==> config.mk <==
export PLATFORM = sky130hd
export DESIGN_NAME = a09ExecuteStage
export DESIGN_NICKNAME = d
export VERILOG_FILES = /design/src/a09Pkg.sv /design/src/a09ExecuteStage.sv
export VERILOG_INCLUDE_DIRS = /design/src
export SDC_FILE = /design/constraint.sdc
export NUM_CORES = 1
export LEC_CHECK = 0
export ABC_CLOCK_PERIOD_IN_PS = 6400
export BUFFER_PORTS_ARGS = -buffer_cell sky130_fd_sc_hd__buf_2
export CAP_MARGIN = 5
export CORE_MARGIN = 4
export CORE_UTILIZATION = 50
export CTS_BUF_LIST = sky130_fd_sc_hd__clkbuf_4 sky130_fd_sc_hd__clkbuf_8
export DETAILED_ROUTE_END_ITERATION = 10
export PLACE_DENSITY = 0.8
export SLEW_MARGIN = 40
export SYNTH_ARGS = -nofsm -noshare
export SYNTH_HDL_FRONTEND = slang
export SYNTH_SLANG_ARGS = --single-unit
export TNS_END_PERCENT = 1
==> constraint.sdc <==
create_clock -name pin3_clk_16mhz -period 6.4 [get_ports pin3_clk_16mhz]
set_clock_uncertainty 0.05 [all_clocks]
set_input_delay 1.28 -clock pin3_clk_16mhz [delete_from_list [all_inputs] [get_ports pin3_clk_16mhz]]
set_output_delay 1.28 -clock pin3_clk_16mhz [all_outputs]
set_load 0.02 [all_outputs]
==> src/a09_macros.svh <==
`ifndef A09_MACROS_SVH
`define A09_MACROS_SVH

// ---------------------------------------------------------------------
// Core sizing
// ---------------------------------------------------------------------
`define A09_DATA_WIDTH 16       // Data and instruction word
`define A09_ADDR_WIDTH 8        // Program address, 256 words
`define A09_REG_COUNT  16       // General registers, r0 reads zero

// ---------------------------------------------------------------------
// Stepping
// ---------------------------------------------------------------------
// Board clocks per pipeline step
// 16 MHz / 16M gives about one step per second on the board
`define A09_STEP_DIV 16000000

`endif

==> src/a09Pkg.sv <==
`include "a09_macros.svh"

package a09Pkg;

    // ------------------------------------------------------------------
    // Instruction encoding
    // ------------------------------------------------------------------
    typedef enum logic [3:0] {
        NOP  = 4'd0,
        ADD  = 4'd1,
        SUB  = 4'd2,
        AND  = 4'd3,
        OR   = 4'd4,
        XOR  = 4'd5,
        LDI  = 4'd6,            // rd = zext(imm)
        ADDI = 4'd7,            // rd = rd + sext(imm)
        OUT  = 4'd8,            // outWord = rs1
        BNZ  = 4'd9,            // Branch to imm if rd != 0
        JMP  = 4'd10,
        HALT = 4'd15
    } opcodeT;                  // Unlisted codes behave as NOP

    typedef logic [$clog2(`A09_REG_COUNT)-1:0] regAddrT;

    // Three-register form
    typedef struct packed {
        opcodeT  op;
        regAddrT rd;
        regAddrT rs1;
        regAddrT rs2;
    } regFormT;

    // Register plus 8-bit immediate
    typedef struct packed {
        opcodeT     op;
        regAddrT    rd;
        logic [7:0] imm;
    } immFormT;

    // One instruction word, two views
    typedef union packed {
        regFormT r;
        immFormT i;
    } instrU;

    // ------------------------------------------------------------------
    // Stage-to-stage bundles
    // ------------------------------------------------------------------
    typedef struct packed {
        logic                       valid;
        logic [`A09_ADDR_WIDTH-1:0] pc;     // Address the word came from
        instrU                      instr;
    } fetchOutT;

    typedef struct packed {
        logic                       valid;
        opcodeT                     op;     // Already folded to NOP if unknown
        regAddrT                    rd;
        logic [`A09_DATA_WIDTH-1:0] opA;    // Bypassed operands
        logic [`A09_DATA_WIDTH-1:0] opB;
        logic [`A09_ADDR_WIDTH-1:0] target; // Branch / jump destination
    } decodeOutT;

    // Execute back to fetch and decode
    typedef struct packed {
        logic                       taken;
        logic [`A09_ADDR_WIDTH-1:0] target;
    } redirectT;

    // Execute to register file and decode bypass
    typedef struct packed {
        logic                       en;
        regAddrT                    addr;
        logic [`A09_DATA_WIDTH-1:0] data;
    } regWriteT;

endpackage

==> src/a09ExecuteStage.sv <==
`include "a09_macros.svh"

// Execute
// ALU, branch resolve, write-back request, output register, halt
module a09ExecuteStage (
    input  logic                       pin3_clk_16mhz,
    input  logic                       rstN,
    input  logic                       stepEn,
    input  a09Pkg::decodeOutT          decodeIn,
    output a09Pkg::regWriteT           regWr,
    output a09Pkg::redirectT           redirect,
    output logic [`A09_DATA_WIDTH-1:0] outWord,
    output logic                       halted
);

    logic                       active;     // Slot may take effect
    logic                       writesReg;
    logic [`A09_DATA_WIDTH-1:0] result;

    // Nothing retires after HALT
    assign active = decodeIn.valid && !halted;

    // ------------------------------------------------------------------
    // ALU
    // ------------------------------------------------------------------
    always_comb begin
        result    = decodeIn.opB;
        writesReg = 1'b1;
        case (decodeIn.op)
            a09Pkg::ADD:  result = decodeIn.opA + decodeIn.opB;     // Wraps
            a09Pkg::SUB:  result = decodeIn.opA - decodeIn.opB;
            a09Pkg::AND:  result = decodeIn.opA & decodeIn.opB;
            a09Pkg::OR:   result = decodeIn.opA | decodeIn.opB;
            a09Pkg::XOR:  result = decodeIn.opA ^ decodeIn.opB;
            a09Pkg::LDI:  result = decodeIn.opB;    // Immediate already extended
            a09Pkg::ADDI: result = decodeIn.opA + decodeIn.opB;
            default:      writesReg = 1'b0;         // OUT, branches, HALT, NOP
        endcase
    end

    // Write-back lands on this step's edge
    always_comb begin
        regWr.en   = stepEn && active && writesReg;
        regWr.addr = decodeIn.rd;
        regWr.data = result;
    end

    // ------------------------------------------------------------------
    // Branch resolve
    // ------------------------------------------------------------------
    always_comb begin
        redirect.target = decodeIn.target;
        redirect.taken  = 1'b0;
        if (active) begin
            case (decodeIn.op)
                a09Pkg::JMP: redirect.taken = 1'b1;
                a09Pkg::BNZ: redirect.taken = (decodeIn.opA != '0);
                default:     redirect.taken = 1'b0;
            endcase
        end
    end

    // ------------------------------------------------------------------
    // Output register and halt flag
    // ------------------------------------------------------------------
    always_ff @(posedge pin3_clk_16mhz) begin
        if (!rstN) begin
            outWord <= '0;
            halted  <= 1'b0;
        end else if (stepEn && active) begin
            if (decodeIn.op == a09Pkg::OUT) begin
                outWord <= decodeIn.opA;    // rs1 value
            end
            if (decodeIn.op == a09Pkg::HALT) begin
                halted <= 1'b1;             // Sticky until reset
            end
        end
    end

endmodule

==> results.md, run 1 <==
* Row count at 27
* Placed instance area at 0.00324 mm^2
* Critical path peak fanout at 10
* Via density at 5.86
* RSZ-0062 raised after global routing: false
* Yosys Warn Count at 0
* Vias at 3041
* Achievable Freq at 179 MHz
* Core area at 0.00557 mm^2
* Layout overhead on the synthesized area at 13.2%
* Synth top area share at 21.1%
* Place WS at 889 ps
* Crit path time final at 5580 ps
* Layout Nets at 550
* Wirelength per Cell at 15.5 um
* Slowest stage delay, CP at 410 ps
* Ys flop type: dfxtp_1
* Global-route wire length before repair at 12900 um
* N_diodes at 0
* Syn Area/Cell at 7.36 um^2
* Synth cell types at 50
* Top cells by count, synth: ha_1, a21oi_1, inv_1
* Die Footprint at 0.00709 mm^2
* Worst hold path type: reg2reg
* Crit-path cells: buf_2, inv_1, ha_1, nand4_1, or3_1, nand2_1, xnor2_1, ha_1, a21o_1, a2111o_1, o22ai_1, xnor2_1, o21ai_1, buf_2
* Hold-fix buffers, CTS at 0
* DRC at 0
* Starting density of the core at 52.1%
* Drt pass-1 iters at 5
* Nature of the critical path endpoint: output pin
* Crit share post-route at 87.2%
* Cell taking the most area after synthesis: ha_1
* Vias in the first global route at 2822
* Slowest cell on crit path: a2111o_1
* Overall Power at 454 uW
* Crit path launch type: primary input
* Final setup viols at 0
* DRT iter0 DRCs at 254
* Largest net degree at the start of global routing at 18
* Ports at 99
* VDD IR max at 0.000139 V
* Clock sinks at 17
* Top-count cell post-synth: ha_1
* PostCTS Resize Cnt at 0
* Skew-Pair Late Insertion Delay at 240 ps
* CTS tree: done
* Final hold violations at 0
* ANT nets after route at 0
* Remaining Overflow, GRT at 0
* Final wirelength at 8020 um
* Net count after synthesis at 496
* Register area share after synthesis at 11.7%
* Final setup margin at 820 ps
* Non-Filler Instances at 519
* Final instance area at 0.00328 mm^2
* Register-to-register setup slack at 5010 ps
* CTS Buf Count at 3
* Fin Setup TNS at 0 ps
* Die height at 84.2 um
* Die W at 84.2 um
* CTS clock-pin slew for the worst setup and hold paths at 60 ps
* Placed cell count at 515
* Port Buffers at 74
* Max_cap viols at 0
* P per Cell Area at 138 mW/mm^2
* Post-synth EDFFs at 0
* Slew Limit Fails at 0
* Worst Path Required at 5070 ps
* Setup CP Type: in2out
* Slew headroom at 51.1%
* Initial antenna violation count at 0
* Top cells by area, synth: ha_1, dfxtp_1, a21oi_1
* Htree depth at 1
* Share of cells above drive strength 1 at 20.6%
* Yosys reg bits at 17
* Async SR Flop Fraction at 0%
* Root Driver: clkbuf_8
* GPL Wtd Cong at 0.969
* CTS Buffer Depth at 2
* Setup Buffers After CTS at 0
* Synthesized instance count at 394
* Mapped Area at 0.00290 mm^2
* Worst-Margin Slew at 733 ps
* Detailed placement HPWL at 6530 um
* Leakage at 0.00164 uW
* Status: complete, no violations
* Crit path DAT at 4250 ps
* GRT Util Overall at 21.7%
==> per-stage QoR <==
stage	util [%]	hold slack (ps)
CTS	58.9	441
global route	58.9	468
finish	58.9	434
detailed placement	58.0	427
global placement	57.6	422
floorplan	-	537
==> report_power, final <==
group          internal [uW]  switching [uW]  total (uW)
Sequential               107           0.409         107
Combinational            104             162         266
Clock                   48.3            33.0        81.2
==> cells by family after synthesis <==
logic type	count (synthesis)	synth area share (%)
buffers and inverters	68	10.9
XOR/XNOR	29	8.75
AO/OA/AOI/OAI	127	27.3
multiplexers	2	0.690
adder cells (fa/ha/maj)	50	21.8
flip-flops	17	11.7
AND/OR/NAND/NOR	101	18.9
==> state kept, by name, summed over array words and instances, names as in the netlist <==
signal and cells:
halted 1, outWord 16
==> worst paths after layout <==
kind                  startpoint                      end  cells past startpoint
min          halted$_SDFFE_PN0P_      halted$_SDFFE_PN0P_                      1
min reg2reg  halted$_SDFFE_PN0P_      halted$_SDFFE_PN0P_                      1
max                  decodeIn[9]                regWr[15]                     14
max reg2reg  halted$_SDFFE_PN0P_  outWord[6]$_SDFFE_PN0P_                      6
==> layer usage <==
metal / GRT usage, % / vias up / wire, um / part of all wire (%)
met5: 0 / - / 0 / 0
met4: 6.87 / 0 / 168 / 2.1
met3: 2.36 / 21 / 582 / 7.3
met2: 35.7 / 126 / 3610 / 45
met1: 29.7 / 1395 / 3660 / 46
li1: - / 1499 / - / -
==> layout make-up <==
type,instances,area (um^2)
flip-flops and latches,17,340
clock buffers,4,48.8
multi-input cells,309,2260
fillers,529,2290
inverters,39,146
repair buffers,78,400
well taps,72,90.1
==> critical path, delay by kind of cell <==
family / cells / cell delay [ps]
compound gates: 4 / 980
fa+ha+maj: 2 / 640
simple gates: 3 / 630
buf+inv: 3 / 480
xor+xnor: 2 / 240
==> layout by cell type, fill, tap and decap left out, types with 3 or more instances in the layout <==
master | Yosys | layout
and3_1 | 3 | 3
clkbuf_8 | 0 | 3
o21bai_1 | 3 | 3
a31oi_1 | 7 | 7
a21o_1 | 5 | 5
nor3_1 | 3 | 3
a221o_1 | 3 | 3
inv_1 | 39 | 39
a22oi_1 | 14 | 14
ha_1 | 49 | 49
nand3_1 | 4 | 4
nand4_1 | 6 | 6
nor2_1 | 28 | 28
o21ai_0 | 23 | 23
nor4_1 | 6 | 6
xor2_1 | 10 | 10
buf_2 | 6 | 74
o21ai_1 | 10 | 10
xnor2_1 | 19 | 19
buf_4 | 14 | 4
nand2b_1 | 4 | 4
nor2b_1 | 18 | 18
nand2_1 | 17 | 17
a21oi_1 | 43 | 43
dfxtp_1 | 17 | 17
No activity file was read; power rests on OpenSTA's default activity.
==> run 2, diff against run 1 <==
==> constraint.sdc (replaced) <==
create_clock -name pin3_clk_16mhz -period 6.4 [get_ports pin3_clk_16mhz]
set_clock_uncertainty 0.05 [all_clocks]
set_input_delay 0 -clock pin3_clk_16mhz [delete_from_list [all_inputs] [get_ports pin3_clk_16mhz]]
set_output_delay 0 -clock pin3_clk_16mhz [all_outputs]
set_load 0.02 [all_outputs]
==> results.md, run 2 (same netlist as run 1, synthesis figures left out) <==
* P per Cell Area at 137 mW/mm^2 (-1.2%)
* VDD IR max at 0.000140 V (+1.3%)
* M1 WL at 3700 um (+1.2%)
* Switching portion of total power at 43.1% (+0.22 points)
* Wirelength per Cell at 15.6 um (+0.86%)
* Hold-fix buffers, CTS at 12 (+12)
* Achievable Freq at 338 MHz (+88%)
* GPL Wtd Cong at 0.968 (-0.11%)
* Leakage at 0.00169 uW (+3.1%)
* N_diodes at 0 (unchanged)
* Worst-Margin Slew at 710 ps (-22.5 ps)
* Slew Limit Fails at 0 (unchanged)
* Fin Setup TNS at 0 ps (unchanged)
* RSZ-0062 raised after global routing: false
* Nature of the critical path endpoint: output pin
* Commonest non-fill, non-tap cell in the layout: buf_2
* Detailed placement HPWL at 6600 um (+1.0%)
* Pint at 265 uW (+2.0%)
* DRC at 0 (unchanged)
* Setup CP Type: in2out
* Worst hold path type: in2reg
* Port Buffers at 74 (unchanged)
* Via density at 5.73 (-2.3%)
* Clock sinks at 17 (unchanged)
* Layout overhead on the synthesized area at 17.3%
* Combinational Power Share at 59.8% (+1.2 points)
* Crit path launch type: primary input
* Die W at 84.2 um (unchanged)
* Ports at 99 (unchanged)
* Final setup margin at 3440 ps (+2620 ps)
* Crit path DAT at 2910 ps (-1340 ps)
* Core area at 0.00557 mm^2 (unchanged)
* Place WS at 3530 ps (+2640 ps)
* Top reg by flops: outWord
* CTS Buf Count at 3 (unchanged)
* Top Metal Used: met4
* ANT nets after route at 0 (unchanged)
* Worst hold slack at 56.3 ps (-378 ps)
* P_sw at 201 uW (+2.9%)
* WL met3 at 683 um (+17%)
* Final hold violations at 0 (unchanged)
* CTS clock-pin slew for the worst setup and hold paths at 60 ps (about the same)
* Remaining Overflow, GRT at 0 (unchanged)
* Row count at 27 (unchanged)
* CTS tree: done
* Die Footprint at 0.00709 mm^2 (unchanged)
* Global-route wire length before repair at 13200 um (+2.1%)
* Crit path time final at 2960 ps (-2620 ps)
* Worst Path Required at 6350 ps (+1280 ps)
* Largest net degree at the start of global routing at 18 (unchanged)
* Biggest regs: outWord x16, halted x1
* Skew-Pair Late Insertion Delay at 240 ps (about the same)
* CTS Buffer Depth at 2 (unchanged)
* Slew headroom at 52.6% (+1.5 points)
* Final wirelength at 8280 um (+3.2%)
* Max_cap viols at 0 (unchanged)
* Crit share post-route at 46.3% (-41 points)
* Root Driver: clkbuf_8
* Initial antenna violation count at 0 (unchanged)
* Htree depth at 1 (unchanged)
* Die height at 84.2 um (unchanged)
* Filler cell count at 536 (+1.3%)
* Critical path peak fanout at 10 (unchanged)
* Commonest non-fill, non-tap cells in the layout: buf_2, ha_1, a21oi_1
* Drt pass-1 iters at 5 (unchanged)
* Status: complete, no violations
* Share of cells above drive strength 1 at 20.0% (-0.54 points)
* Starting density of the core at 52.1% (unchanged)
* Final instance area at 0.00340 mm^2 (+3.7%)
* Layout Nets at 562 (+2.2%)
* Vias in the first global route at 2844 (+0.78%)
* Setup Buffers After CTS at 0 (unchanged)
* Final setup viols at 0 (unchanged)
* Flop pwr share at 23.0% (-0.6 points)
* Clk pwr share at 17.2% (-0.7 points)
* PostCTS Resize Cnt at 0 (unchanged)
* Max reg flops at 16 (unchanged)
* Vias at 3041 (unchanged)
* GRT Util Overall at 22.0% (+0.32 points)
* Placed instance area at 0.00324 mm^2 (unchanged)
* DRT iter0 DRCs at 285 (+12%)
* Met2 wire len at 3700 um (+2.5%)
* Finished Core Util at 61.1% (+2.2 points)
==> run 2: cell count changes in the layout (fill, tap and decap cells not counted), sizes merged <==
cell / delta
dlygate4sd3: +12
==> run 2: final cells by class <==
type	instances	area [um^2]	area share, %
Timing Repair Buffer	90	520	15.3
Tap cell	72	90.1	2.65
Multi-Input combinational cell	309	2260	66.3
Sequential cell	17	340	10.0
Inverter	39	146	4.30
Clock buffer	4	48.8	1.43
==> run 2: critical path, stage by stage <==
cell,delay [ps]
buf_2,120
inv_1,170
ha_1,280
nand4_1,160
or3_1,370
nand2_1,100
xnor2_1,130
ha_1,350
and3_1,190
a221o_1,320
a221oi_2,280
xor2_1,100
o21ai_1,140
buf_2,190
==> run 2: routing by layer <==
metal,track usage (%),vias to the layer above
met1,30.6,1356
met5,0,-
met2,34.9,155
met3,2.75,22
met4,8.19,0
li1,-,1508
==> run 2: through the flow <==
step                power (uW)  std cells
floorplan                  304        394
global placement           363        513
detailed placement         370        515
CTS                        464        531
global route               502        531
finish                     465        531
==> run 2: path summary, 6_finish.rpt <==
path | start | to | slack (ps) | depth (start not counted)
max | decodeIn[9] | regWr[14] | 3440 | 14
min | rstN | halted$_SDFFE_PN0P_ | 60 | 2
max reg2reg | halted$_SDFFE_PN0P_ | outWord[6]$_SDFFE_PN0P_ | 5000 | 6
min reg2reg | halted$_SDFFE_PN0P_ | halted$_SDFFE_PN0P_ | 440 | 1
==> run 2: power groups by stage <==
stage	clock [uW]	combinational, uW	sequential (uW)
finish	80.0	278	107
global route	89.6	306	107
CTS	83.5	274	107
detailed placement	0	261	109
global placement	0	254	109
floorplan	0	194	110
==> run 3, diff against run 2 <==
--- a/config.mk
+++ b/config.mk
@@ -6,11 +6,11 @@
 export SDC_FILE = /design/constraint.sdc
 export NUM_CORES = 1
 export LEC_CHECK = 0
-export ABC_CLOCK_PERIOD_IN_PS = 6400
+export ABC_CLOCK_PERIOD_IN_PS = 2420
 export BUFFER_PORTS_ARGS = -buffer_cell sky130_fd_sc_hd__buf_2
 export CAP_MARGIN = 5
 export CORE_MARGIN = 4
-export CORE_UTILIZATION = 50
+export CORE_UTILIZATION = 48
 export CTS_BUF_LIST = sky130_fd_sc_hd__clkbuf_4 sky130_fd_sc_hd__clkbuf_8
 export DETAILED_ROUTE_END_ITERATION = 10
 export PLACE_DENSITY = 0.8
==> constraint.sdc (replaced) <==
create_clock -name pin3_clk_16mhz -period 2.42 [get_ports pin3_clk_16mhz]
set_clock_uncertainty 0.05 [all_clocks]
set_input_delay 0 -clock pin3_clk_16mhz [delete_from_list [all_inputs] [get_ports pin3_clk_16mhz]]
set_output_delay 0 -clock pin3_clk_16mhz [all_outputs]
set_load 0.02 [all_outputs]
==> results.md, run 3 (same netlist as run 1, synthesis figures left out) <==
* Status: finished, violations left
* Failing checks: negative setup slack
* Crit path launch type: primary input
* Worst hold slack at 46.7 ps (-9.51 ps)
* Crit-path cells: buf_6, nor4_4, and4_4, a31oi_4, xnor2_2, ha_1, a21o_1, o21bai_4, a221o_1, a221oi_2, xor2_1, o21ai_2, buf_6
* Slew Limit Fails at 0 (unchanged)
* Detailed placement HPWL at 7420 um (+12%)
* GPL Wtd Cong at 0.963 (-0.45%)
* Core area at 0.00589 mm^2 (+5.6%)
* GRT Util Overall at 25.6% (+3.5 points)
* Met1 usage at 33.2% (+2.7 points)
* Layout overhead on the synthesized area at 39.5%
* Crit. path cell count at 13 (-1)
* Slowest cell on crit path: nor4_4
* Buf/Inv on CP at 2 (-1)
* Starting density of the core at 49.3% (-2.8 points)
* Path depth of the worst reg2reg path at 6 (unchanged)
* Die height at 85.8 um (+1.9%)
* Max reg flops at 16 (unchanged)
* Root Driver: clkbuf_8
* CTS Buf Count at 3 (unchanged)
* Gr busiest metal: met2
* Skew-Pair Late Insertion Delay at 240 ps (about the same)
* Wirelength per Cell at 15.4 um (-0.98%)
* Setup CP Type: in2out
* Die W at 85.8 um (+1.9%)
* Initial antenna violation count at 0 (unchanged)
* CTS clock-pin slew for the worst setup and hold paths at 60 ps (about the same)
* Worst Path Required at 2370 ps (-3980 ps)
* Layout Nets at 629 (+12%)
* Vias in the first global route at 3388 (+19%)
* RSZ-0062 raised after global routing: true
* Commonest non-fill, non-tap cell in the layout: buf_4
* Row count at 28 (+3.7%)
* Global-route wire length before repair at 15500 um (+18%)
* Crit path DAT at 2720 ps (-190 ps)
* Share of cells above drive strength 1 at 33.1% (+13 points)
* Drt pass-1 iters at 5 (unchanged)
* Remaining Overflow, GRT at 0 (unchanged)
* Via density at 5.59 (-2.5%)
* Port Buffers at 74 (unchanged)
* Crit path time final at 2770 ps
* CTS tree: done
* VDD IR max at 0.000334 V (+140%)
* ANT nets after route at 0 (unchanged)
* Filler cell count at 494 (-7.8%)
* N_diodes at 0 (unchanged)
* Ports at 99 (unchanged)
* Crit share post-route at 115%
* Max_cap viols at 0 (unchanged)
* Achievable Freq at 360 MHz
* Slowest stage delay, CP at 380 ps (about the same)
* Leakage at 0.00206 uW (+21%)
* Slew headroom at 55.5% (+2.9 points)
* Final setup margin at -354 ps (-3790 ps)
* P per Cell Area at 356 mW/mm^2 (+160%)
* DRT iter0 DRCs at 273 (-4.2%)
* Vias at 3357 (+10%)
* Biggest regs: outWord x16, halted x1
* Crit path top cell by count: buf_6
* Commonest non-fill, non-tap cells in the layout: buf_4, buf_2, ha_1
* CTS Buffer Depth at 2 (unchanged)
* Final hold violations at 0 (unchanged)
* Die Footprint at 0.00735 mm^2 (+3.8%)
* Worst-Margin Slew at 666 ps (-44.8 ps)
* Nature of the critical path endpoint: output pin
* CP top delay family: compound AO/OA/AOI/OAI gates
* Finished Core Util at 68.8% (+7.7 points)
* Largest net degree at the start of global routing at 33 (+15)
* DRC at 0 (unchanged)
* Clock sinks at 17 (unchanged)
* Met2 Use GR at 44.9% (+10 points)
* Met3 usage at 2.11% (-0.63 points)
* Top reg by flops: outWord
* Final wirelength at 9280 um (+12%)
* Worst hold path type: in2reg
* Critical path peak fanout at 4 (-6)
* Worst Hold Depth at 2 (unchanged)
* Htree depth at 1 (unchanged)
* Final setup viols at 9 (+9)
## run 3: cell types whose count changed in the layout (fill, tap and decap cells not counted), sizes merged
cell  change
buf      +67
## run 3: metal layers
| metal | part of all wire [%] | vias to the layer above |
|---|---|---|
| met3 | 6.1 | 26 |
| li1 | - | 1646 |
| met1 | 44 | 1549 |
| met2 | 48 | 136 |
| met5 | 0 | - |
| met4 | 2.3 | 0 |
## run 3: power by group
group | internal (uW) | switching, uW
registers | 282 | 1.15
logic | 437 | 511
clock network | 128 | 83.6
total | 847 | 596
## run 3: path summary, 6_finish.rpt
path | from | to | slack [ps]
setup / recovery | decodeIn[13] | regWr[14] | -350
hold / removal | rstN | halted$_SDFFE_PN0P_ | 50
hold reg to reg | halted$_SDFFE_PN0P_ | halted$_SDFFE_PN0P_ | 450
setup reg to reg | halted$_SDFFE_PN0P_ | outWord[8]$_SDFFE_PN0P_ | 1140
## run 3: repair_timing
item / CTS / global route
hold buffers: 12 / 0
gates cloned: 0 / 0
hold endpoints to repair: 12 / 0
pin swaps: 16 / 11
resized for setup: 23 / 4
setup endpoints to repair: 10 / 10
setup buffers: 6 / 1
## run 3: final cells by class
type	instances	area, um^2	area share [%]
tap	75	93.8	2.32
sequential	17	340	8.41
multi-input combinational	309	2360	58.3
inverter	39	146	3.62
clock buffer	4	48.8	1.21
timing repair buffer	157	1060	26.2
## run 3: per-stage QoR
stage	total power, uW	cell area (um^2)	TNS (ps)	worst slack (ps)	cells
floorplan	816	2930	-679	-130	394
global placement	1110	3700	-1920	-369	578
detailed placement	1120	3700	-2220	-421	578
CTS	1430	4020	-1570	-327	600
global route	1550	4050	-3540	-465	601
finish	1440	4050	-1760	-354	601
